==> config.mk <==
export PLATFORM = sky130hd
export DESIGN_NAME = metric_divide_flat
export DESIGN_NICKNAME = d
export VERILOG_FILES = /design/src/hw/sc_detect_pkg.sv /design/src/hw/sc_sample_pkg.sv /design/src/hw/axis_if.sv /design/src/hw/metric_divide.sv /design/src/flat_wrapper.sv
export SDC_FILE = /design/constraint.sdc
export NUM_CORES = 1
export LEC_CHECK = 0
export BUFFER_PORTS_ARGS = -buffer_cell sky130_fd_sc_hd__buf_2
export CAP_MARGIN = 20
export CORE_MARGIN = 3
export CORE_UTILIZATION = 55
export CTS_BUF_LIST = sky130_fd_sc_hd__clkbuf_8 sky130_fd_sc_hd__clkbuf_16
export CTS_CLUSTER_SIZE = 40
export DETAILED_ROUTE_END_ITERATION = 10
export PLACE_DENSITY = 0.78
export SKIP_LAST_GASP = 1
export SYNTH_ARGS = -nofsm -noshare
export SYNTH_HDL_FRONTEND = slang
export SYNTH_SLANG_ARGS = --single-unit
export TNS_END_PERCENT = 50
==> constraint.sdc <==
create_clock -name clk -period 7.8 [get_ports clk]
set_clock_uncertainty 0.05 [all_clocks]
set_input_delay 1.56 -clock clk [delete_from_list [all_inputs] [get_ports clk]]
set_output_delay 1.56 -clock clk [all_outputs]
set_load 0.005 [all_outputs]
==> src/hw/sc_detect_pkg.sv <==
package sc_detect_pkg;

   // ~~~~~~~~~~~~~~~~~~~~~~~~~~~~~~~~~~~~~~~
   // preamble geometry
   // ~~~~~~~~~~~~~~~~~~~~~~~~~~~~~~~~~~~~~~~
   localparam int DELAY_LEN   = 16;          // half symbol
   localparam int DELAY_LOG2  = 4;
   localparam int WINDOW_LEN  = 144;         // averaging window
   localparam int WINDOW_LOG2 = 8;

   // ~~~~~~~~~~~~~~~~~~~~~~~~~~~~~~~~~~~~~~~
   // metric scaling
   // ~~~~~~~~~~~~~~~~~~~~~~~~~~~~~~~~~~~~~~~
   localparam int METRIC_FRAC = 16;          // fraction bits of the ratio

endpackage

==> src/hw/sc_sample_pkg.sv <==
package sc_sample_pkg;

   // ~~~~~~~~~~~~~~~~~~~~~~~~~~~~~~~~~~~~~~~
   // sample and word widths
   // ~~~~~~~~~~~~~~~~~~~~~~~~~~~~~~~~~~~~~~~
   localparam int SAMPLE_W   = 16;           // one I or Q component
   localparam int POW_W      = 32;           // magnitude and power words
   localparam int SUM_GROWTH = 8;            // headroom for a 144 window

   // ~~~~~~~~~~~~~~~~~~~~~~~~~~~~~~~~~~~~~~~
   // complex formats
   // ~~~~~~~~~~~~~~~~~~~~~~~~~~~~~~~~~~~~~~~
   // The same packing is used for raw samples, for the conjugate products
   // and for the scaled correlation, so one type serves all three.
   typedef struct packed {
      logic signed [SAMPLE_W-1:0] i;         // upper half
      logic signed [SAMPLE_W-1:0] q;         // lower half
   } iq_t;

endpackage

==> src/hw/axis_if.sv <==
`timescale 1ns/100ps

interface axis_if #(
   parameter type T = logic [31:0]
);

   T     tdata;
   logic tlast;
   logic tvalid;
   logic tready;

   // source side
   modport mst (
      output tdata,
      output tlast,
      output tvalid,
      input  tready
   );

   // sink side
   modport slv (
      input  tdata,
      input  tlast,
      input  tvalid,
      output tready
   );

endinterface

==> src/hw/metric_divide.sv <==
`timescale 1ns/100ps

module metric_divide
   import sc_sample_pkg::*;
   import sc_detect_pkg::*;
(
   input logic clk,
   input logic i_reset,
   input logic i_clear,
   axis_if.slv dividend,
   axis_if.slv divisor,
   axis_if.mst m
);

   logic                                   busy;
   logic [$clog2(POW_W+METRIC_FRAC+1)-1:0] step;
   logic [POW_W-1:0]                       rem, div_r;
   logic [POW_W+METRIC_FRAC-1:0]           quo;
   logic [POW_W:0]                         trial;
   logic [POW_W-1:0]                       res;
   logic                                   last_r;
   logic                                   out_v;
   logic                                   idle, pair, finish;

   assign idle  = !busy && !out_v;           // one item at a time
   assign pair  = dividend.tvalid && divisor.tvalid && idle;
   assign finish = busy && (step == (POW_W + METRIC_FRAC - 1));   // last step
   assign trial = {rem, quo[POW_W+METRIC_FRAC-1]};

   assign dividend.tready = idle && divisor.tvalid;
   assign divisor.tready  = idle && dividend.tvalid;

   always_ff @(posedge clk) begin
      if (i_reset || i_clear) begin
         busy  <= 1'b0;
         step  <= '0;
         out_v <= 1'b0;
      end else begin
         if (out_v && m.tready)
            out_v <= 1'b0;
         if (pair) begin
            busy <= 1'b1;
            step <= '0;
         end else if (finish) begin
            busy  <= 1'b0;
            out_v <= 1'b1;
         end else if (busy) begin
            step <= step + 1'b1;
         end
      end
   end

   // ~~~~~~~~~~~~~~~~~~~~~~~~~~~~~~~~~~~~~~~
   // restoring division, one bit per clock
   // ~~~~~~~~~~~~~~~~~~~~~~~~~~~~~~~~~~~~~~~
   always_ff @(posedge clk) begin
      if (pair) begin
         rem    <= '0;
         quo    <= {dividend.tdata, {METRIC_FRAC{1'b0}}};
         div_r  <= divisor.tdata;
         last_r <= dividend.tlast;
      end else if (busy) begin
         if (trial >= {1'b0, div_r}) begin
            rem <= POW_W'(trial - {1'b0, div_r});
            quo <= {quo[POW_W+METRIC_FRAC-2:0], 1'b1};
         end else begin
            rem <= trial[POW_W-1:0];
            quo <= {quo[POW_W+METRIC_FRAC-2:0], 1'b0};
         end
      end
   end

   assign res = (div_r == '0 || |quo[POW_W+METRIC_FRAC-1:POW_W]) ?
                '1 : quo[POW_W-1:0];         // saturate, also for zero power

   assign m.tdata  = res;
   assign m.tlast  = last_r;
   assign m.tvalid = out_v;

   // fixed latency from pair to result
   a_div_latency: assert property (@(posedge clk) disable iff (i_reset || i_clear)
      pair |-> ##(POW_W + METRIC_FRAC + 1) m.tvalid);

endmodule

==> src/flat_wrapper.sv <==
// flat-port wrapper written by rule: the top's interface ports become plain ports
module metric_divide_flat import sc_sample_pkg::*; import sc_detect_pkg::*;
  (clk, i_reset, i_clear, dividend_tdata, dividend_tlast, dividend_tvalid, dividend_tready, divisor_tdata, divisor_tlast, divisor_tvalid, divisor_tready, m_tdata, m_tlast, m_tvalid, m_tready);
  axis_if dividend_i ();
  axis_if divisor_i ();
  axis_if m_i ();
  input logic clk;
  input logic i_reset;
  input logic i_clear;
  input wire logic [$bits(dividend_i.tdata)-1:0] dividend_tdata;
  input wire logic [$bits(dividend_i.tlast)-1:0] dividend_tlast;
  input wire logic [$bits(dividend_i.tvalid)-1:0] dividend_tvalid;
  output wire logic [$bits(dividend_i.tready)-1:0] dividend_tready;
  input wire logic [$bits(divisor_i.tdata)-1:0] divisor_tdata;
  input wire logic [$bits(divisor_i.tlast)-1:0] divisor_tlast;
  input wire logic [$bits(divisor_i.tvalid)-1:0] divisor_tvalid;
  output wire logic [$bits(divisor_i.tready)-1:0] divisor_tready;
  output wire logic [$bits(m_i.tdata)-1:0] m_tdata;
  output wire logic [$bits(m_i.tlast)-1:0] m_tlast;
  output wire logic [$bits(m_i.tvalid)-1:0] m_tvalid;
  input wire logic [$bits(m_i.tready)-1:0] m_tready;
  assign dividend_i.tdata = dividend_tdata;
  assign dividend_i.tlast = dividend_tlast;
  assign dividend_i.tvalid = dividend_tvalid;
  assign dividend_tready = dividend_i.tready;
  assign divisor_i.tdata = divisor_tdata;
  assign divisor_i.tlast = divisor_tlast;
  assign divisor_i.tvalid = divisor_tvalid;
  assign divisor_tready = divisor_i.tready;
  assign m_tdata = m_i.tdata;
  assign m_tlast = m_i.tlast;
  assign m_tvalid = m_i.tvalid;
  assign m_i.tready = m_tready;
  metric_divide u_core (.clk(clk), .i_reset(i_reset), .i_clear(i_clear), .dividend(dividend_i), .divisor(divisor_i), .m(m_i));
endmodule
Word-level counts from Yosys, hierarchy flattened. Cells that the tools add are included. W data, S select, Z words.

Bitwise operators: 1. $add $sub $neg: 2. Reductions and logical operators: 17. Equality and inequality tests: 1. $lt $le $gt $ge: 1. Muxes and demuxes: 10.

Operators with widths (number): $mux W48 (2); $mux W32 (2); $ge A33 B32 Y1 (1); $logic_not A32 Y1 (1); $sub A32 B32 Y32 (1); $reduce_or A16 Y1 (1); $logic_and A1 B1 Y1 (7); $add A6 B1 Y6 const B (1); $eq A6 B6 Y1 const B (1); $mux W1 (6); $reduce_bool A2 Y1 (2); $logic_not A1 Y1 (2); $logic_or A1 B1 Y1 (2); $reduce_and A2 Y1 (1); $reduce_or A2 Y1 (1); $not A1 Y1 (1).

Register bits after elaboration: 121. Bits of input ports: 72. Output and inout bits: 36.

Depth between registers and ports, before layout. Gate-level depths: netlist (run 1).

Depth after elaboration: 4. Mapped depth: 14. Gate-level depth less buffers: 12.

Least setup slack after synthesis (run 1). Ideal clock, no wire load.

Path kind: input to register. Start: input port dividend_tvalid. End: register u_core.div_r[0] (enable). Library setup time: 0.410 ns. Data arrival time: 3.011 ns. Buffers on the path: 1. Path slack: 4.329 ns. Data required time: 7.340 ns. Stages on the path: 4. Cells stage by stage: and2_1 nand2_1 clkinv_1 buf_1.

Longest elaborated chain between the ends: 2.

RTL lines: start, declared (line flat_wrapper.sv:12) `input wire logic [$bits(dividend_i.tvalid)-1:0] dividend_tvalid;`; $logic_and A1 B1 Y1 (2 in a row) (line metric_divide.sv:26) `assign pair = dividend.tvalid && divisor.tvalid && idle;`; net u_core.pair (line metric_divide.sv:23) `logic idle, pair, finish;`; end signal, assigned (line metric_divide.sv:60) `div_r <= divisor.tdata;`; end, declared (line metric_divide.sv:17) `logic [POW_W-1:0] rem, div_r;`.

The timed path passes the listed nets, and every way through them passes these cells. A chain may end at the register's enable or synchronous reset.

Worst setup path after layout (run 1).
Start: register u_core.div_r[17]. End: output port m_tdata[16].

Longest elaborated chain between the ends: 3.

RTL lines: $logic_not A32 Y1 (line metric_divide.sv:73) `assign res = (div_r == '0 || |quo[POW_W+METRIC_FRAC-1:POW_W]) ?`; $logic_or A1 B1 Y1 (line metric_divide.sv:73); $mux W32 (line metric_divide.sv:73); end, declared (line flat_wrapper.sv:18) `output wire logic [$bits(m_i.tdata)-1:0] m_tdata;`.

Every way passes these cells.

==> impl_results.md, run 1 <==
* TritonCTS Sinks at 121
* Net Count, Synth at 836
* Combinational family with the most area after synthesis: simple AND/OR/NAND/NOR gates
* FP Rows at 40
* Worst Path Arrival at 2380 ps
* HP Class: reg2reg
* DP Wirelength at 11.2 mm
* Setup TNS at 0 ps
* Relative slew slack at 35.9%
* Leak Pwr at 3.31 nW
* Ys flop type: edfxtp_1
* Initial Utilization at 56.7%
* Routed wire length at 15.8 mm
* CTS tree: yes
* Clock-pin slew on the worst setup and hold paths at 60 ps
* CTS Buffer Depth at 2
* Placer Congestion at 0.916
* I/O pin cnt at 108
* PortBufs at 106
* Worst-path cell with the longest stage delay: nor4_1
* Compound-Gate Fraction of Synth Area at 17.2%
* CP Class: reg2out
* Starting DRT DRC Count at 368
* Vias in the first global route at 5,535
* GRT overflow at 0
* Layout area overhead at 18.0%
* Number of flops mapped to enable cells by yosys at 65
* Post-Synth XOR/XNOR Area at 3.83%
* Drt drc at 0
* Worst EP required at 6190 ps
* Initial antenna violation count at 0
* Num CTS Buffers at 17
* Total power draw at 1.64 mW
* Total track usage at 23.4%
* Die height at 118 um
* Simple-gate share of the synthesized area at 21.6%
* CP Capture Type: output port
* Async SR Flop Fraction at 0%
* TritonRoute pass-1 iters at 5
* Vias at 5,734
* R2R Setup Slk at 4260 ps
* Mux contribution to synthesized area at 0.656%
* Chip width at 118 um
* Total core area at 12,100 sq um
* Largest net degree at the start of global routing at 104
* Adder-Cell Fraction of Synth Area at 6.31%
* Antenna cells at 0
* Tmin final at 3990 ps
* Max Clock Freq at 251 MHz
* Layout cells sized above 1 at 23.8%
* Synth Area per Inst at 9.40 sq um
* Mapped cell area at 6860 sq um
* Final Hold Vio Count at 0
* H-tree depth at 4
* RSZ-0062 raised after global routing: no
* First-pass GRT wire length at 26.5 mm
* Utilization after layout at 66.9%
* DR WL/cell at 15.8 um
* Seq/Total Area, Yosys at 44.8%
* Outcome: finished clean
* Yosys reg bits at 121
* Syn Inst Count at 730
* Worst setup SP type: flip-flop
* Die area at 13,900 sq um
* Final Max Tran Viols at 0
* Final setup viols at 0
* Root Buffer Master: clkbuf_16
* Nets at 930
* Commonest non-fill, non-tap cell in the layout: buf_2
* # resized after CTS at 0
* CP max stage delay at 560 ps
* Via/cell ratio at 5.71
* Most frequent cells in the layout: buf_2 (106), nand2_1 (82), nand3_1 (69), edfxtp_1 (65), dfxtp_1 (55)
* Crit-path cells: nor4_1 -> nand4_1 -> o21ai_1 -> buf_4 -> or2_2 -> buf_2
* Max-capacitance violation count at 0
* Post-CTS setup buffer count at 0
* Hold slack at 426 ps
* Clk_lat worst skew at 430 ps
* Post-DRT Antenna Nets at 0
* Worst-Margin Slew at 962 ps
* CP max FO at 32
* Ys Warns at 0
* Cts hold-fix bufs at 0
* Peak VDD IR at 0.216 mV
* Final period utilization at 51.1%
* Post-synth cell types at 63
* Pwr Density at 203 nW/um^2
==> final timing paths <==
path	start	end	depth (start not counted)
setup / recovery	u_core.div_r[17]	m_tdata[16]	6
hold / removal	u_core.quo[2]	u_core.quo[2]	2
setup reg to reg	u_core.div_r[3]	u_core.rem[22]	11
hold reg to reg	u_core.quo[2]	u_core.quo[2]	2
==> registers in the layout, indices dropped and copies added (netlist names) <==
signal	flops
u_core.busy	1
u_core.div_r	32
u_core.m.tlast	1
u_core.m.tvalid	1
u_core.quo	48
u_core.rem	32
u_core.step	6
==> cell type report <==
cell class,instances,area (sq um)
multi-input cells,520,3400
clock buffers,18,439
fillers,988,4010
flip-flops and latches,121,3080
repair buffers,113,603
inverters,51,191
well taps,168,210
clock inverters,14,181
==> worst max-delay path: cells and delay by family, from the launching register on <==
kind	cells	cell delay (ps)
buf+inv	2	390
compound gates	1	190
flops	1	380
simple gates	3	1010
==> Yosys cell counts, types with 6 or more instances <==
| library cell | n | area, sq um |
|---|---|---|
| a21oi_1 | 31 | 155 |
| buf_2 | 6 | 30.0 |
| nand4_1 | 10 | 62.6 |
| nand2b_1 | 7 | 43.8 |
| nand3_1 | 69 | 345 |
| or3_1 | 6 | 37.5 |
| inv_1 | 50 | 188 |
| o21ai_1 | 6 | 30.0 |
| a21o_1 | 10 | 75.1 |
| ha_1 | 33 | 413 |
| dfxtp_1 | 56 | 1120 |
| o211ai_1 | 11 | 82.6 |
| xnor2_1 | 19 | 166 |
| or2_2 | 31 | 194 |
| xor2_1 | 11 | 96.3 |
| o21ai_0 | 32 | 160 |
| nor4_1 | 14 | 87.6 |
| a22o_1 | 35 | 307 |
| nor2_1 | 24 | 90.1 |
| edfxtp_1 | 65 | 1950 |
| nand2_1 | 82 | 308 |
| nor3_1 | 13 | 65.1 |
| nand3_2 | 10 | 100 |
| clkbuf_1 | 22 | 82.6 |
==> stage by stage <==
stage / cell area, sq um / cells / setup slack (ps)
floorplan: 6860 / 730 / 4330
finish: 8100 / 1005 / 3810
detailed placement: 7480 / 973 / 4240
global route: 8100 / 1005 / 3730
CTS: 8100 / 1005 / 3770
global placement: 7450 / 972 / 4250
==> routing by layer <==
layer,track usage (%),wire (um)
met1,28.8,7020
met2,38.7,7730
met3,6.54,783
met4,9.52,312
met5,0,0
==> kinds of logic after synthesis <==
kind of cell	Yosys count
fa+ha+maj	34
buf+inv	89
simple gates	286
mux	4
xor+xnor	30
flops	121
compound gates	166
==> power by group <==
part,switching [mW],leakage [nW],internal (mW)
clock network,0.284,0.306,0.538
registers,0.0138,1.07,0.697
logic,0.0639,1.93,0.0454
total,0.361,3.31,1.28
(Power assumes the default switching activity.)
==> run 2: changes to the inputs <==
--- a/config.mk
+++ b/config.mk
@@ -5,6 +5,7 @@
 export SDC_FILE = /design/constraint.sdc
 export NUM_CORES = 1
 export LEC_CHECK = 0
+export ABC_AREA = 1
 export BUFFER_PORTS_ARGS = -buffer_cell sky130_fd_sc_hd__buf_2
 export CAP_MARGIN = 20
 export CORE_MARGIN = 3
@@ -12,7 +13,7 @@
 export CTS_BUF_LIST = sky130_fd_sc_hd__clkbuf_8 sky130_fd_sc_hd__clkbuf_16
 export CTS_CLUSTER_SIZE = 40
 export DETAILED_ROUTE_END_ITERATION = 10
-export PLACE_DENSITY = 0.78
+export PLACE_DENSITY = 0.77
 export SKIP_LAST_GASP = 1
 export SYNTH_ARGS = -nofsm -noshare
 export SYNTH_HDL_FRONTEND = slang
==> constraint.sdc (replaced) <==
create_clock -name clk -period 3.83 [get_ports clk]
set_clock_uncertainty 0.05 [all_clocks]
set_input_delay 0.766 -clock clk [delete_from_list [all_inputs] [get_ports clk]]
set_output_delay 0.766 -clock clk [all_outputs]
set_load 0.005 [all_outputs]
==> run 2 against run 1 <==
Compared with the run above:
- non-clock buffer count unchanged
- sequential cell count stayed put
- design area rose by 14%
- cell count is 44% higher
- first-iteration DRC count increased by 31%
- routed wire length grew 24%
- synthesized cell count increased by 58%
- via count rose by 27%
- sequential power increased by 120%
- critical endpoint is now m_tdata[30]
- highest routed layer unchanged
==> impl_results.md, run 2 <==
* Outcome: finished clean
* Total track usage at 25.1%
* Initial Utilization at 56.7%
* HP Start: u_core.rem[4]
* Nets at 1,362
* RSZ-0062 raised after global routing: no
* Final Max Tran Viols at 0
* Total core area at 14,000 sq um
* Worst-path cell with the longest stage delay: edfxtp_1
* Antenna cells at 0
* Layout cells sized above 1 at 14.2%
* FP Rows at 43
* Tmin final at 3220 ps
* Crit-path cells: nor4_1 -> nand3_1 -> nor3_1 -> nand4_1 -> buf_4 -> nand3_1 -> buf_2
* R2R Setup Slk at 1180 ps
* Worst Path Arrival at 2400 ps
* H-tree depth at 4
* Final period utilization at 84.0%
* Post-DRT Antenna Nets at 0
* I/O pin cnt at 108
* DR WL/cell at 13.5 um
* Critical path's top delay family: simple AND/OR/NAND/NOR gates
* Seq/Total Area, Yosys at 38.8%
* Max Clock Freq at 311 MHz
* Largest net degree at the start of global routing at 54
* FF-to-FF path depth at 16
* Die area at 15,900 sq um
* Commonest non-fill, non-tap cell in the layout: nand2_1
* CTS Buffer Depth at 2
* Routed wire length at 19.6 mm
* Chip width at 126 um
* Clock-pin slew on the worst setup and hold paths at 60 ps
* Post-route insts no fill at 1,449
* Starting DRT DRC Count at 482
* Number of buffer and inverter stages on the critical path at 2
* CTS tree: yes
* Initial antenna violation count at 0
* Die height at 126 um
* Worst reg2reg path startpoint: u_core.div_r[8]
* Max FFs per register at 48
* Cts hold-fix bufs at 0
* Yosys reg bits at 121
* Async SR Flop Fraction at 0%
* Setup TNS at 0 ps
* GRT overflow at 0
* Net Count, Synth at 1,260
* Clk_lat worst skew at 430 ps
* HP Class: reg2reg
* Max-capacitance violation count at 0
* Post-synth cell types at 33
* Root Buffer Master: clkbuf_16
* Num CTS Buffers at 17
* Ys Warns at 0
* PortBufs at 106
* WP depth at 7
* Number of flops mapped to enable cells by yosys at 65
* Vias in the first global route at 6,918
* Hold depth at 2
* Peak VDD IR at 0.407 mV
* Final setup viols at 0
* Reg2reg end: u_core.rem[26]
* CP max FO at 32
* Pwr Density at 496 nW/um^2
* Worst setup SP type: flip-flop
* Post-synth top cells: nand2_1 (411), inv_1 (240), nand3_1 (94), edfxtp_1 (65), dfxtp_1 (56)
* Most frequent cells in the layout: nand2_1 (411), inv_1 (240), buf_2 (106), nand3_1 (94), edfxtp_1 (65)
* Drt drc at 0
* Relative slew slack at 41.5%
* # resized after CTS at 0
* Worst EP required at 3010 ps
* Placer Congestion at 0.957
* Most used cell, CP: nand3_1
* TritonRoute pass-1 iters at 6
* Reg with most FFs: u_core.quo
* Syn Inst Count at 1,154
* Largest cells by area after synthesis: edfxtp_1 (25%), nand2_1 (19%), dfxtp_1 (14%)
* First-pass GRT wire length at 32.5 mm
* Worst-Margin Slew at 876 ps
* Synth Area per Inst at 6.87 sq um
* Hold endpoint: u_core.rem[4]
* Ys flop type: edfxtp_1
* Vias at 7,307
* Mapped cell area at 7930 sq um
* Area share of the largest cell type after synthesis at 24.6%
* DP Cell Count at 1,417
* Post-CTS setup buffer count at 0
* Final Hold Vio Count at 0
* Most frequent cell after synthesis: nand2_1
* CP Capture Type: output port
* TritonCTS Sinks at 121
* Layout area overhead at 16.1%
* CP max stage delay at 440 ps
* DP Wirelength at 14.4 mm
* Total power draw at 4.56 mW
* Leak Pwr at 4.79 nW
* CP Class: reg2out
* Via/cell ratio at 5.04
* Top Registers: u_core.quo (48), u_core.div_r (32), u_core.rem (32)
* Area leader, netlist: edfxtp_1
-- run 2: cell count changes after synthesis, moves of 14 or more --
cell      before  now
nand3_1       69   94
nor2_1        24   50
inv_1         50  240
nand3b_1       5   24
a22o_1        35    0
a22oi_1        0   14
or2_2         31    2
nand2_1       82  411
-- run 2: power by group --
group | switching (mW) | internal (mW)
registers | 0.0683 | 1.49
logic | 0.857 | 0.460
clock network | 0.626 | 1.06
-- run 2: worst max-delay path by stage --
stage / start / endpoint / slack (ps)
global placement: u_core.div_r[1] / m_tdata[12] / 1070
floorplan: dividend_tvalid / u_core.quo[16] / 1380
CTS: u_core.div_r[1] / m_tdata[5] / 560
finish: u_core.div_r[1] / m_tdata[30] / 610
global route: u_core.div_r[1] / m_tdata[30] / 420
detailed placement: u_core.div_r[1] / m_tdata[5] / 1010
-- run 2: final cells by class --
type	count	area, sq um
clock buffer	19	453
clock inverter	13	165
fill	1260	4780
inverter	247	927
multi-input combinational	756	3780
sequential	121	3070
tap	180	225
timing repair buffer	113	583
-- run 2: metal layers --
layer	track usage (%)	up-vias	share of wire, %
met3	5.81	29	7.0
met4	7.00	0	1.8
met5	0	-	0
met2	43.1	194	48
met1	31.9	3307	43
li1	-	3777	-
-- run 2: kinds of logic (layout without fill, tap and decap cells) --
logic type      Yosys count  in the layout  synth area share [%]
buf+inv                 277            392                  13.8
compound gates           71             71                  4.93
simple gates            634            634                  35.2
xor+xnor                 17             17                  1.88
flops                   121            121                  38.8
fa+ha+maj                34             34                  5.46
-- run 2: worst register-to-register path, cell delays in order (launching register included) --
cell	delay, ps
edfxtp_1	400
inv_1	120
ha_1	290
nand2_2	150
inv_2	40
nand2_1	50
nand2_1	70
inv_2	60
nand3_2	100
nand2_1	100
nand2_1	100
nand2_4	290
nand2_8	280
nand2_2	270
nand2_1	80
nand2_1	60
nand2_1	50
-- run 2: per-stage QoR --
stage,cell area [sq um],utilization [%],hold slack (ps),setup WS (ps)
after floorplan,7930,-,392,1380
after global placement,8590,61.4,406,1070
after detailed placement,8590,61.4,407,1010
after CTS,9200,65.8,417,556
after global routing,9200,65.8,429,417
final,9200,65.8,416,613
