$ cat config.mk
export PLATFORM = sky130hd
export DESIGN_NAME = sample_delay_flat
export DESIGN_NICKNAME = d
export VERILOG_FILES = /design/src/hw/sc_detect_pkg.sv /design/src/hw/sc_sample_pkg.sv /design/src/hw/axis_if.sv /design/src/hw/sample_delay.sv /design/src/flat_wrapper.sv
export SDC_FILE = /design/constraint.sdc
export NUM_CORES = 1
export LEC_CHECK = 0
export BUFFER_PORTS_ARGS = -buffer_cell sky130_fd_sc_hd__buf_4
export CORE_MARGIN = 2
export CORE_UTILIZATION = 26
export CTS_CLUSTER_SIZE = 24
export DETAILED_ROUTE_END_ITERATION = 16
export GPL_TIMING_DRIVEN = 0
export PLACE_DENSITY = 0.44
export SLEW_MARGIN = 40
export SYNTH_ARGS = -nofsm -noshare
export SYNTH_HDL_FRONTEND = slang
export SYNTH_SLANG_ARGS = --single-unit
$ cat constraint.sdc
create_clock -name clk -period 5.8 [get_ports clk]
set_input_delay 0.87 -clock clk [delete_from_list [all_inputs] [get_ports clk]]
set_output_delay 0.87 -clock clk [all_outputs]
set_load 0.05 [all_outputs]
$ cat src/hw/sc_detect_pkg.sv
package sc_detect_pkg;

   // ~~~~~~~~~~~~~~~~~~~~~~~~~~~~~~~~~~~~~~~
   // preamble geometry
   // ~~~~~~~~~~~~~~~~~~~~~~~~~~~~~~~~~~~~~~~
   localparam int DELAY_LEN   = 16;          // half symbol
   localparam int DELAY_LOG2  = 4;
   localparam int WINDOW_LEN  = 144;         // averaging window
   localparam int WINDOW_LOG2 = 8;

   // ~~~~~~~~~~~~~~~~~~~~~~~~~~~~~~~~~~~~~~~
   // metric scaling
   // ~~~~~~~~~~~~~~~~~~~~~~~~~~~~~~~~~~~~~~~
   localparam int METRIC_FRAC = 16;          // fraction bits of the ratio

endpackage

$ cat src/hw/sc_sample_pkg.sv
package sc_sample_pkg;

   // ~~~~~~~~~~~~~~~~~~~~~~~~~~~~~~~~~~~~~~~
   // sample and word widths
   // ~~~~~~~~~~~~~~~~~~~~~~~~~~~~~~~~~~~~~~~
   localparam int SAMPLE_W   = 16;           // one I or Q component
   localparam int POW_W      = 32;           // magnitude and power words
   localparam int SUM_GROWTH = 8;            // headroom for a 144 window

   // ~~~~~~~~~~~~~~~~~~~~~~~~~~~~~~~~~~~~~~~
   // complex formats
   // ~~~~~~~~~~~~~~~~~~~~~~~~~~~~~~~~~~~~~~~
   // The same packing is used for raw samples, for the conjugate products
   // and for the scaled correlation, so one type serves all three.
   typedef struct packed {
      logic signed [SAMPLE_W-1:0] i;         // upper half
      logic signed [SAMPLE_W-1:0] q;         // lower half
   } iq_t;

endpackage

$ cat src/hw/axis_if.sv
`timescale 1ns/100ps

interface axis_if #(
   parameter type T = logic [31:0]
);

   T     tdata;
   logic tlast;
   logic tvalid;
   logic tready;

   // source side
   modport mst (
      output tdata,
      output tlast,
      output tvalid,
      input  tready
   );

   // sink side
   modport slv (
      input  tdata,
      input  tlast,
      input  tvalid,
      output tready
   );

endinterface

$ cat src/hw/sample_delay.sv
`timescale 1ns/100ps

module sample_delay
   import sc_sample_pkg::*;
   import sc_detect_pkg::*;
(
   input logic clk,
   input logic i_reset,
   input logic i_clear,
   axis_if.slv s,
   axis_if.mst m
);

   iq_t                   mem [DELAY_LEN];
   logic [DELAY_LOG2-1:0] wr_ptr;
   logic [DELAY_LOG2-1:0] clr_ptr;
   logic                  clr_busy;
   iq_t                   out_d;
   logic                  out_l;
   logic                  out_v;
   logic                  in_fire;

   assign s.tready = !clr_busy && (!out_v || m.tready);
   assign in_fire  = s.tvalid && s.tready;

   always_ff @(posedge clk) begin
      if (i_reset || i_clear) begin
         clr_busy <= 1'b1;                   // zero the history first
         clr_ptr  <= '0;
         wr_ptr   <= '0;
         out_v    <= 1'b0;
      end else begin
         if (clr_busy) begin
            clr_ptr <= clr_ptr + 1'b1;
            if (clr_ptr == DELAY_LOG2'(DELAY_LEN - 1))
               clr_busy <= 1'b0;
         end
         if (in_fire) begin
            wr_ptr <= wr_ptr + 1'b1;         // 16 deep, wraps naturally
            out_v  <= 1'b1;
         end else if (m.tready) begin
            out_v  <= 1'b0;
         end
      end
   end

   always_ff @(posedge clk) begin
      if (clr_busy) begin
         mem[clr_ptr] <= '0;
      end else if (in_fire) begin
         out_d        <= mem[wr_ptr];        // oldest entry leaves
         out_l        <= s.tlast;            // tlast of the new sample
         mem[wr_ptr]  <= s.tdata;
      end
   end

   assign m.tdata  = out_d;
   assign m.tlast  = out_l;
   assign m.tvalid = out_v;

endmodule

$ cat src/flat_wrapper.sv
// flat-port wrapper written by rule: the top's interface ports become plain ports
module sample_delay_flat import sc_sample_pkg::*; import sc_detect_pkg::*;
  (clk, i_reset, i_clear, s_tdata, s_tlast, s_tvalid, s_tready, m_tdata, m_tlast, m_tvalid, m_tready);
  axis_if s_i ();
  axis_if m_i ();
  input logic clk;
  input logic i_reset;
  input logic i_clear;
  input wire logic [$bits(s_i.tdata)-1:0] s_tdata;
  input wire logic [$bits(s_i.tlast)-1:0] s_tlast;
  input wire logic [$bits(s_i.tvalid)-1:0] s_tvalid;
  output wire logic [$bits(s_i.tready)-1:0] s_tready;
  output wire logic [$bits(m_i.tdata)-1:0] m_tdata;
  output wire logic [$bits(m_i.tlast)-1:0] m_tlast;
  output wire logic [$bits(m_i.tvalid)-1:0] m_tvalid;
  input wire logic [$bits(m_i.tready)-1:0] m_tready;
  assign s_i.tdata = s_tdata;
  assign s_i.tlast = s_tlast;
  assign s_i.tvalid = s_tvalid;
  assign s_tready = s_i.tready;
  assign m_tdata = m_i.tdata;
  assign m_tlast = m_i.tlast;
  assign m_tvalid = m_i.tvalid;
  assign m_i.tready = m_tready;
  sample_delay u_core (.clk(clk), .i_reset(i_reset), .i_clear(i_clear), .s(s_i), .m(m_i));
endmodule
* Yosys cells after proc, flatten, opt, wreduce, memory -nomap -nowiden *
Memory sizes are Yosys's and may differ from the RTL's. A register that Yosys moved wholly into a read port is not among the register bits.
Cells that the tools add are included.
Widths: inputs -> output; s select.

word-level totals
  bits of input ports = 38
  output and inout port bits = 35
  bits in writable memories = 512
  memories = 1
  register bits after elaboration = 11
  logic and storage cells = 31

operators by class
  bitwise operators = 1
  reduce and logical (&&, ||, !) cells = 9
  add/subtract/negate cells = 2
  eq/ne operators = 1
  mux-type cells = 12

memories
  memory      depth  width  read ports  clocked after Yosys merged registers in  write ports  RTL line            RTL
  u_core.mem  16     32     1           1                                        1            sample_delay.sv:14  iq_t mem [DELAY_LEN];

operators with widths
  cell                 number
  $mux 32              1
  $reduce_or 32->1     1
  $mux 1               10
  $add 4x1->4 const B  2
  $eq 4x4->1 const B   1
  $mux 4               1
  $logic_and 1x1->1    2
  $logic_not 1->1      2
  $logic_or 1x1->1     2
  $reduce_and 2->1     1
  $reduce_bool 2->1    1
  $not 1->1            1

* Depth between registers and ports, before layout *
Gate-level depths: netlist of run 1.

  depth in word-level cells = 9
  mapped depth = 7
  depth with buffers taken out = 5

* Least setup slack after synthesis of run 1 *
No wires, ideal clock.

  path type = input-to-reg
  start = input m_tready
  end = memory u_core.mem[3][0] in the netlist's numbering (enable)
  required time = 5.379 ns
  slack = 2.371 ns
  cell stages on the path = 4
  data arrival time = 3.008 ns
  setup time = 0.421 ns
  path buffers = 0
  path through = nand2b_1 -> nand3_2 -> mux2_2 -> nor2_1

on the way
  longest elaborated chain between the ends = 8
  elaborated cells on any way between the ends = 9
  those cells by class = mux (5); reduce/logical (4)

RTL lines
  what                                        RTL line            RTL
  start, declared                             flat_wrapper.sv:16  input wire logic [$bits(m_i.tready)-1:0] m_tready;
  $logic_or 1x1->1 (*)                        sample_delay.sv:23  assign s.tready = !clr_busy && (!out_v || m.tready);
  $logic_and 1x1->1 (*)                       sample_delay.sv:23
  $logic_and 1x1->1 (*)                       sample_delay.sv:24  assign in_fire = s.tvalid && s.tready;
  $mux 1 (*)                                  sample_delay.sv:50  end else if (in_fire) begin
  $mux 1 (*)                                  sample_delay.sv:48  if (clr_busy) begin
  $mux 1 (not written as such) (*)            sample_delay.sv:53  mem[wr_ptr] <= s.tdata;
  $reduce_or 32->1 (no line)                  -
  $mux 4 (no line) or $mux 1 (tied branches)  -
  end, declared                               sample_delay.sv:14

Mark *: on every way between the ends. The rest lies on a longest branch, timed or not.

* Worst setup path in the final report of run 1 *
  start = input m_tready
  end = memory u_core.mem[1][14] in the netlist's numbering (enable)

The elaborated chain is that of the path after synthesis.

==> key figures, run 1 <==
Worst hold path
  • Hold path cells: 1
  • Hold Path Origin: s_tlast
  • Hold worst-path end: u_core.m.tlast
  • Min-delay worst type: primary input to flop

STA
  • Worst setup margin: 2.91 ns
  • Layout Skew: 0.0130 ns
  • TNS Setup: 0 ns
  • Relative slew slack: 0.438
  • Worst hold margin: around 0.43 ns
  • RSZ-0062 raised after global routing: no
  • Fmax: between 300 and 400 MHz
  • Final setup viols: 0
  • Final min period: ~2.9 ns
  • Pins Over Slew Limit: 0
  • Actual slew at the worst max-slew pin: around 0.84 ns
  • Final period utilization: 0.498
  • Final hold violation count: 0

Die
  • Row cnt: between 100 and 150
  • Core area: 81700 um2
  • Die area: about 84000 um2
  • Die H: 290 um
  • I/O pins: 73
  • Chip width: 290 um
  • Initial Utilization: 0.261

Clock tree
  • CTS max path bufs: 3
  • Clock insertion delay at the later pin of the skew report: roughly 0.62 ns
  • CTS Sinks: ~560
  • CTS tree: built
  • CTS-repair resized insts: 0
  • H-tree levels: 2
  • Total CTS buffers: 60
  • # Post-CTS Setup Buffers: 0
  • Clk pin slew, worst setup/hold paths: 0.06 ns
  • Hold buffers post-CTS: 0
  • Clk root buf: clkbuf_16

Routing
  • Met3 WL: 1940 um
  • DRC errors left: 0
  • Routed metal-1 wire length: 23900 um
  • Antenna viol nets, final: 0
  • Routed WL: ~56000 um
  • DR WL/cell: approximately 24 um
  • DR vias/cell: ~4.5
  • Starting DRC count in detailed routing: just over 600
  • Router iterations before antenna repair: 5
  • Highest Signal Layer: met4
  • Vias: approximately 11000
  • Met2 WL: between 20000 and 30000 um

Pwr
  • Comb power frac: 0.015
  • Clock share of power: 0.456
  • Power per cell area: roughly 320 nW/um2
  • Sequential share of power: 0.529
  • Switching share of total power: 0.197
  • P_sw: roughly 1.6 mW
  • Peak supply drop: between 0.2 and 0.25 mV
  • LEAKAGE: 8.88 nW
  • Cell-internal power: ~6.7 mW

Synth
  • Syn_area_per_cell: roughly 20 um2
  • Synthesized cell area: 21300 um2
  • Post-synth top area share: 0.767
  • Synth unique cells: 32
  • Synth Net Count: about 1100
  • Seq/Total Area, Yosys: 0.776
  • Top post-synthesis cells by area: edfxtp_1 77%, mux4_2 6.8%, mux2i_1 6.2%, a22oi_1 3.4%, and2_1 1.0%
  • Synth Warn #: 0
  • Area leader, netlist: edfxtp_1
  • Yosys reg bits: 555
  • Post-synthesis instance total: roughly 1100

Critical path
  • Data arrival time of the worst path: 3.20 ns
  • Crit start category: primary input
  • CP Capture Type: flop
  • RR Startpoint: u_core.wr_ptr[2]
  • R2R depth: 9
  • Internal reg-to-reg setup slack: 2.91 ns
  • CP max FO: 12
  • Reg2reg end: u_core.mem[1][14]
  • Critical path type: primary input to flop
  • Worst Path Required: roughly 6 ns

Global routing
  • Initial antenna violation count: 0
  • Remaining global-route overflow: 0
  • Total GRT Usage: 0.132
  • Largest net degree at the start of global routing: 43
  • Vias in the first global route: approximately 11000
  • First-pass GRT wire length: between 80000 and 90000 um

Final layout
  • Synthesis-to-layout area growth: 22.1%
  • Most frequent cells in the layout: 545 x edfxtp_1, 129 x mux2i_1, 96 x a22oi_1
  • Post-Route Utilization: 0.319
  • Layout cells sized above 1: 0.255
  • Antenna Cells: 0
  • Commonest non-fill, non-tap cell in the layout: edfxtp_1
  • Net count, final: around 1300

Status
  • Outcome: finished clean

Placement
  • Final RePlAce weighted congestion: 0.705
  • Input/output buffers: 72
  • Pre-CTS WS: between 2 and 2.5 ns
  • DPL Wire Length: between 30000 and 40000 um

Run
  • Max cap viols: 0
area by class of cell:
cell class,instances,area (um2)
Fill cell,7936,55700
Sequential cell,555,16600
Multi-Input combinational cell,457,4480
Clock buffer,71,1560
Tap cell,1070,1340
Timing Repair Buffer,112,1300
Buffer,62,414
Clock inverter,41,369
Inverter,5,18.8
logic make-up after synthesis:
logic type / synth area share
compound gates: 0.0367
xor+xnor: 0.00205
fa+ha+maj: 0.00117
buf+inv: 0.0196
flops: 0.776
mux: 0.130
simple gates: 0.0340
worst max-delay path, stage by stage:
cell and delay (ns):
buf_4 0.07, nand2b_1 0.21, nand3_2 0.26, inv_2 0.33
a32oi_1 0.30, buf_2 0.24, nor2_4 0.47, buf_16 0.23
buf_8 0.19
synth_stat cells (all sizes together):
| library cell | instances |
|---|---|
| a21o | 1 |
| a21oi | 3 |
| a22oi | 96 |
| a32oi | 2 |
| and2 | 34 |
| and2b | 1 |
| buf | 38 |
| clkbuf | 24 |
| dfxtp | 10 |
| edfxtp | 545 |
| ha | 2 |
| inv | 5 |
| mux2 | 1 |
| mux2i | 132 |
| mux4 | 64 |
| nand2 | 38 |
| nand2b | 1 |
| nand3 | 34 |
| nand4 | 3 |
| nor2 | 28 |
| nor2b | 7 |
| o21ai | 1 |
| o22a | 2 |
| or2 | 1 |
| or3 | 1 |
| xnor2 | 4 |
| xor2 | 1 |
worst max-delay path by stage:
stage / end / start / slack (ns) / cells after the start
after CTS: u_core.mem[1][16] / u_core.wr_ptr[2] / 2.89 / 9
after floorplan: u_core.mem[3][0] / m_tready / 2.37 / 4
after global placement: u_core.mem[2][13] / m_tready / -0.27 / 6
final: u_core.mem[1][14] / m_tready / 2.91 / 9
after detailed placement: u_core.mem[1][17] / m_tready / 2.25 / 9
after global routing: u_core.mem[1][14] / u_core.clr_busy / 2.82 / 9
through the flow:
stage | total power [mW] | cell area, um2 | std cells
2_1_floorplan | 4.52 | 21300 | 1079
3_3_place_gp | 4.58 | 23200 | 2221
3_5_place_dp | 4.60 | 24100 | 2261
4_1_cts | 8.40 | 26000 | 2373
5_1_grt | 8.55 | 26100 | 2373
6_report | 8.29 | 26100 | 2373
metal layers:
metal,vias to the layer above,GRT usage
met1,5645,0.167
met4,0,0.0296
met3,75,0.0211
met5,-,0
met2,194,0.239
li1,4724,-
state kept, by name, summed over array words and instances, names as in the netlist:
signal           count
u_core.mem         512
u_core.m.tdata      32
u_core.clr_ptr       4
u_core.wr_ptr        4
u_core.clr_busy      1
u_core.m.tlast       1
u_core.m.tvalid      1
power by group through the flow:
stage	Clock (mW)	Sequential, mW	Combinational [mW]
6_report	3.78	4.38	0.123
5_1_grt	4.04	4.38	0.134
4_1_cts	3.89	4.38	0.127
3_5_place_dp	0	4.47	0.127
3_3_place_gp	0	4.47	0.105
2_1_floorplan	0	4.47	0.0507
(Power assumes the default switching activity.)
==> run 2, diff against run 1 <==
--- a/config.mk
+++ b/config.mk
@@ -5,6 +5,7 @@
 export SDC_FILE = /design/constraint.sdc
 export NUM_CORES = 1
 export LEC_CHECK = 0
+export ABC_AREA = 1
 export BUFFER_PORTS_ARGS = -buffer_cell sky130_fd_sc_hd__buf_4
 export CORE_MARGIN = 2
 export CORE_UTILIZATION = 26
==> constraint.sdc (replaced) <==
create_clock -name clk -period 2.7 [get_ports clk]
set_input_delay 0.405 -clock clk [delete_from_list [all_inputs] [get_ports clk]]
set_output_delay 0.405 -clock clk [all_outputs]
set_load 0.05 [all_outputs]
==> run 2 against run 1 <==
  * Final cell count up 57%
  * Global-route usage up 3.2 points
  * First-iteration DRC count up 100%
  * Cell area up 13%
  * Sequential share of layout area down 7.1 points
  * Wire length up 40%
  * Via count up 54%
  * Setup slack worse by 2.8 ns
==> key figures, run 2 <==
STA
  • Worst hold margin: 0.0651 ns (-0.365 ns)
  • Worst setup margin: 0.0996 ns (-2.81 ns)
  • Final period utilization: 0.963
  • Final setup viols: 0 (unchanged)
  • Final hold violation count: 0 (unchanged)
  • Layout Skew: 0.0154 ns (+0.00237 ns)
  • Relative slew slack: 0.402 (-0.0366)
  • Actual slew at the worst max-slew pin: 0.897 ns (+0.0549 ns)
  • RSZ-0062 raised after global routing: no
  • Pins Over Slew Limit: 0 (unchanged)
  • Fmax: 385 MHz
  • Final min period: 2.60 ns

Synth
  • Top post-synthesis cells by area: edfxtp_1 68%, nand3_1 9.5%, nand2_1 7.9%, inv_1 7.7%, buf_2 1.4%
  • Post-synth top area share: 0.683 (-0.0842)
  • Yosys reg bits: 555 (unchanged)
  • FFs w/ async S/R, synth: 0 (unchanged)
  • Main flop type after synthesis: edfxtp_1
  • Seq/Total Area, Yosys: 0.691 (-0.0852)
  • EDFF count, synth: 545 (unchanged)
  • Synth unique cells: 25 (-22%)
  • Post-synthesis instance total: 2267 (+110%)
  • Synth Net Count: 2307 (+110%)
  • Syn_area_per_cell: 10.6 um2 (-47%)
  • Top-count cell post-synth: edfxtp_1
  • Post-synth top cells: 545 x edfxtp_1, 507 x nand2_1, 492 x inv_1, 455 x nand3_1, 65 x buf_2
  • Area leader, netlist: edfxtp_1
  • Synthesized cell area: 24000 um2 (+12%)
  • Synth Warn #: 0 (unchanged)

Placement
  • Placed insts: 3570 (+58%)
  • Final RePlAce weighted congestion: 0.773 (+9.6%)
  • Pre-CTS WS: -0.420 ns (-2.67 ns)
  • DPL Wire Length: 53100 um (+42%)
  • Input/output buffers: 72 (unchanged)

Global routing
  • Vias in the first global route: 15835 (+40%)
  • Initial antenna violation count: 1 (+1)
  • Largest net degree at the start of global routing: 18 (-58%)
  • Total GRT Usage: 0.165 (+0.0324)
  • Remaining global-route overflow: 0 (unchanged)
  • First-pass GRT wire length: 112000 um (+38%)

Die
  • Die H: 308 um (+5.9%)
  • Row cnt: 111 (+5.7%)
  • I/O pins: 73 (unchanged)
  • Initial Utilization: 0.262 (+0.000770)
  • Core area: 91500 um2 (+12%)
  • Die area: 94600 um2 (+12%)
  • Chip width: 308 um (+5.9%)

Pwr
  • Comb power frac: 0.018 (+0.003)
  • Design Power: 17.4 mW (+110%)
  • Clock share of power: 0.440 (-0.016)
  • Peak supply drop: 0.442 mV (+94%)
  • Sequential share of power: 0.542 (+0.013)
  • Switching share of total power: 0.207 (+0.0100)
  • Cell-internal power: 13.8 mW (+110%)
  • P_sw: 3.60 mW (+120%)
  • LEAKAGE: 12.3 nW (+39%)
  • Power per cell area: 592 nW/um2 (+86%)

Routing
  • Starting DRC count in detailed routing: 1241 (+100%)
  • Antenna viol nets, final: 0 (unchanged)
  • Vias: 16362 (+54%)
  • DR WL/cell: 21.1 um (-11%)
  • DR vias/cell: 4.40 (-1.8%)
  • DRC errors left: 0 (unchanged)
  • Routed WL: 78400 um (+40%)
  • Router iterations before antenna repair: 7 (+2)

Clock tree
  • Clock insertion delay at the later pin of the skew report: 0.64 ns (+0.02 ns)
  • Total CTS buffers: 61 (+1.7%)
  • CTS max path bufs: 3 (unchanged)
  • Clk pin slew, worst setup/hold paths: 0.06 ns (about the same)
  • CTS Sinks: 555 (unchanged)
  • CTS tree: built
  • H-tree levels: 2 (unchanged)
  • Clk root buf: clkbuf_16

Critical path
  • Internal reg-to-reg setup slack: 0.1 ns (-2.81 ns)
  • Data arrival time of the worst path: 2.92 ns (-0.28 ns)
  • CP max FO: 14 (+2)
  • Critical path type: flop to flop
  • R2R depth: 6 (-3)
  • CP Capture Type: flop
  • Crit start category: flop
  • RR Startpoint: u_core.wr_ptr[2]
  • Reg2reg end: u_core.mem[12][11]
  • Worst Path Required: 3.02 ns (-3.09 ns)

Final layout
  • Layout cells sized above 1: 0.164 (-0.0908)
  • Top reg by flops: u_core.mem
  • Synthesis-to-layout area growth: 22.4%
  • Commonest non-fill, non-tap cell in the layout: edfxtp_1
  • Filler cells: 9156 (+15%)
  • Register area: 16600 um2 (unchanged)
  • Net count, final: 2520 (+95%)
  • Most frequent cells in the layout: 545 x edfxtp_1, 507 x nand2_1, 491 x inv_1
  • Final Non-Filler Cells: 3717 (+57%)
  • Max FFs per register: 512 (unchanged)
  • Multi-input gate area: 5140 um2 (+15%)
  • Antenna Cells: 0 (unchanged)

Worst hold path
  • Hold worst-path end: u_core.clr_busy
  • Hold path cells: 3 (+2)
  • Min-delay worst type: primary input to flop
  • Hold Path Origin: i_reset

Status
  • Outcome: finished clean

Run
  • Max cap viols: 0 (unchanged)
[run 2: cell count changes after synthesis, sizes merged, moves of 64 or more]
| cell | delta |
|---|---|
| a22oi | -96 |
| nand2 | +470 |
| nand3 | +421 |
| mux2i | -132 |
| mux4 | -64 |
| inv | +489 |
[run 2: power groups by stage]
stage	Combinational [mW]	Clock, mW	Sequential [mW]
4_1_cts	0.296	7.81	9.43
2_1_floorplan	0.138	0	9.60
3_5_place_dp	0.292	0	9.61
5_1_grt	0.338	8.12	9.43
3_3_place_gp	0.256	0	9.61
6_report	0.304	7.65	9.43
[run 2: kinds of logic after synthesis]
family / synth area share
XOR/XNOR: 0.000731
AND/OR/NAND/NOR: 0.201
buffers and inverters: 0.103
AO/OA/AOI/OAI: 0.00271
adder cells (fa/ha/maj): 0.00104
flip-flops: 0.691
[run 2: repair_timing]
action | 4_1_cts | 5_1_grt
endpoints found under the setup margin | 220 | 146
endpoints found under the hold margin | 1 | 0
resized for setup | 1 | 0
pin swaps | 5 | 8
cloned | 0 | 0
hold buffers | 1 | 0
setup buffers | 10 | 23
[run 2: area by class of cell]
cell class | instances | share of cell area
Tap cell | 1186 | 0.0506
Inverter | 495 | 0.0635
Sequential cell | 555 | 0.565
Multi-Input combinational cell | 1104 | 0.175
Buffer | 112 | 0.0210
Timing Repair Buffer | 151 | 0.0642
Clock buffer | 84 | 0.0564
Clock inverter | 30 | 0.00448
[run 2: per-layer routing]
metal,track usage,share of wire,vias up
met5,0,0,-
met1,0.227,0.45,8043
met4,0.0371,0.020,0
met3,0.0264,0.055,102
met2,0.272,0.47,476
li1,-,-,7741
[run 2: stage by stage]
stage | utilization | area (um2) | TNS, ns
floorplan | - | 24100 | -37.50
global placement | 0.285 | 26100 | -719.79
detailed placement | 0.297 | 27200 | -34.45
CTS | 0.318 | 29100 | 0
global route | 0.321 | 29300 | 0
finish | 0.321 | 29300 | 0
[run 2: how the worst max path moves through the flow]
stage	slack, ns	from	cells after the start	to
finish	0.1	u_core.wr_ptr[2]	6	u_core.mem[12][11]
floorplan	-0.15	u_core.m.tvalid	7	u_core.mem[11][0]
CTS	0.003	u_core.wr_ptr[0]	9	u_core.mem[10][23]
global placement	-1.55	u_core.wr_ptr[1]	6	u_core.mem[15][15]
detailed placement	-0.42	u_core.wr_ptr[1]	9	u_core.mem[3][17]
global route	0.02	u_core.wr_ptr[0]	9	u_core.mem[12][1]
[run 2: critical path: stages, from the launching register on]
cell and delay, ns:
dfxtp_1 0.49, buf_2 0.47, nand4_1 0.15, nand2_1 0.12
nand3_1 0.33, nor2_4 0.46, buf_8 0.26
==> run 3, diff against run 2 <==
--- a/config.mk
+++ b/config.mk
@@ -13,6 +13,7 @@
 export DETAILED_ROUTE_END_ITERATION = 16
 export GPL_TIMING_DRIVEN = 0
 export PLACE_DENSITY = 0.44
+export RECOVER_POWER = 50
 export SLEW_MARGIN = 40
 export SYNTH_ARGS = -nofsm -noshare
 export SYNTH_HDL_FRONTEND = slang
==> run 3 against run 2 <==
  * Register-to-register slack worse by 0.07 ns
  * First-iteration DRC count is 2.5% higher
  * Cell area shrank 0.78%
  * Total power barely moved
  * Die area did not move
  * Critical path type unchanged
  * Highest routed layer unchanged
  * Final cell count hardly changed
==> key figures, run 3 (synthesis results as in run 2) <==
Die
  • I/O pins: 73 (unchanged)
  • Core area: 91500 um2 (unchanged)
  • Initial Utilization: 0.262 (unchanged)
  • Die H: 308 um (unchanged)
  • Die area: 94600 um2 (unchanged)
  • Chip width: 308 um (unchanged)
  • Row cnt: 111 (unchanged)

Critical path
  • Internal reg-to-reg setup slack: 0.03 ns (-0.07 ns)
  • RR Startpoint: u_core.wr_ptr[1]
  • CP Capture Type: flop
  • Data arrival time of the worst path: 3.05 ns (+0.13 ns)
  • CP max FO: 13 (-1)
  • Critical path type: flop to flop
  • Crit start category: flop
  • Worst Path Required: 3.08 ns (+0.06 ns)
  • R2R depth: 7 (+1)
  • Reg2reg end: u_core.mem[1][10]

Routing
  • Starting DRC count in detailed routing: 1272 (+2.5%)
  • Vias: 16384 (+0.13%)
  • Antenna viol nets, final: 0 (unchanged)
  • DR WL/cell: 21.1 um (+0.12%)
  • Routed WL: 78500 um (+0.14%)
  • DRC errors left: 0 (unchanged)
  • DR vias/cell: 4.41 (+0.11%)
  • Router iterations before antenna repair: 7 (unchanged)

Global routing
  • Largest net degree at the start of global routing: 18 (unchanged)
  • First-pass GRT wire length: 112000 um (unchanged)
  • Vias in the first global route: 15835 (unchanged)
  • Remaining global-route overflow: 0 (unchanged)
  • Initial antenna violation count: 1 (unchanged)
  • Total GRT Usage: 0.165 (unchanged)

Clock tree
  • Clk pin slew, worst setup/hold paths: 0.06 ns (about the same)
  • Clock insertion delay at the later pin of the skew report: 0.64 ns (about the same)
  • CTS Sinks: 555 (unchanged)
  • CTS tree: built
  • Total CTS buffers: 61 (unchanged)
  • Clk root buf: clkbuf_16
  • H-tree levels: 2 (unchanged)
  • CTS max path bufs: 3 (unchanged)

Placement
  • Final RePlAce weighted congestion: 0.773 (unchanged)
  • DPL Wire Length: 53100 um (unchanged)
  • Placed Area: 27200 um2 (unchanged)
  • Input/output buffers: 72 (unchanged)

Final layout
  • Finished Cell Area: 29100 um2 (-0.78%)
  • Commonest non-fill, non-tap cell in the layout: edfxtp_1
  • Post-Route Utilization: 0.318 (-0.00250)
  • Net count, final: 2520 (unchanged)
  • Most frequent cells in the layout: 545 x edfxtp_1, 507 x nand2_1, 491 x inv_1
  • Top reg by flops: u_core.mem
  • Layout cells sized above 1: 0.141 (-0.0225)
  • Synthesis-to-layout area growth: 21.5%
  • Max FFs per register: 512 (unchanged)

Pwr
  • LEAKAGE: 12.2 nW (-1.1%)
  • Design Power: 17.4 mW (about the same)
  • Peak supply drop: 0.443 mV (about the same)
  • Power per cell area: 597 nW/um2 (+0.78%)

STA
  • Final min period: 2.67 ns (+0.0652 ns)
  • Relative slew slack: 0.201 (-0.201)
  • Final setup viols: 0 (unchanged)
  • RSZ-0062 raised after global routing: no
  • Layout Skew: 0.0154 ns (+0.0000736 ns)
  • Final hold violation count: 0 (unchanged)
  • Fmax: 375 MHz (-2.4%)
  • Actual slew at the worst max-slew pin: 1.20 ns (+0.301 ns)
  • Pins Over Slew Limit: 0 (unchanged)
  • Final period utilization: 0.987 (+0.0242)

Worst hold path
  • Hold Path Origin: i_reset
  • Hold worst-path end: u_core.clr_busy
  • Min-delay worst type: primary input to flop
  • Hold path cells: 3 (unchanged)

Run
  • Max cap viols: 0 (unchanged)

Status
  • Outcome: finished clean
## run 3: changes by cell type in the layout (fill, tap and decap cells not counted)
cell	previous run	this run
clkbuf_1	38	78
buf_4	100	64
nor2_1	4	22
nor2_2	31	17
buf_2	68	64
nor2_4	17	13
buf_12	10	8
clkbuf_2	8	10
buf_1	4	3
clkbuf_4	0	1
diode_2	0	1
## run 3: routing by layer
metal | routed length [um] | vias to the layer above | track usage
met5 | 0 | - | 0
met1 | 35500 | 8042 | 0.227
met4 | 1570 | 0 | 0.0371
met2 | 37100 | 496 | 0.272
li1 | - | 7747 | -
met3 | 4380 | 99 | 0.0264
## run 3: critical path, cell delays in order, from the launching register on
cell	delay (ns)
dfxtp_1	0.43
buf_2	0.24
clkbuf_1	0.70
o21ai_1	0.20
nand2_1	0.32
nor2_1	0.15
buf_4	0.20
buf_16	0.16
## run 3: cell type report
class / count / area, um2
fillers: 9196 / 62400
flip-flops and latches: 555 / 16600
multi-input cells: 1104 / 5070
inverters: 495 / 1860
repair buffers: 151 / 1720
clock buffers: 84 / 1660
well taps: 1186 / 1480
plain buffers: 112 / 614
clock inverters: 30 / 131
diodes: 1 / 2.50
## run 3: where the power goes
group	switching (mW)	internal (mW)	leakage, nW
combinational	0.170	0.130	6.66
clock	3.41	4.24	0.870
sequential	0.0150	9.41	4.65
total	3.60	13.8	12.2
## run 3: what timing repair did
action / in CTS / in global routing
pin swaps: 5 / 8
hold endpoints to repair: 1 / 0
setup buffers: 10 / 23
resized for setup: 1 / 0
endpoints found under the setup margin: 220 / 146
hold buffers: 1 / 0
## run 3: per-stage QoR
stage                     hold slack [ns]  instances  setup TNS, ns  setup WS [ns]
after floorplan                     0.471       2267         -37.50         -0.147
after global placement              0.499       3525        -719.79          -1.55
after detailed placement            0.522       3570         -34.45         -0.420
after CTS                          0.0413       3694              0        0.00307
after global routing               0.0604       3718              0         0.0143
final                              0.0686       3718              0         0.0344
## run 3: how the worst max path moves through the flow
stage,to,start,cells past startpoint,slack [ns]
2_1_floorplan,u_core.mem[11][0],u_core.m.tvalid,7,-0.15
3_3_place_gp,u_core.mem[15][15],u_core.wr_ptr[1],6,-1.55
3_5_place_dp,u_core.mem[3][17],u_core.wr_ptr[1],9,-0.42
4_1_cts,u_core.mem[10][23],u_core.wr_ptr[0],9,0.003
5_1_grt,u_core.mem[11][24],u_core.m.tvalid,5,0.01
6_report,u_core.mem[1][10],u_core.wr_ptr[1],7,0.03
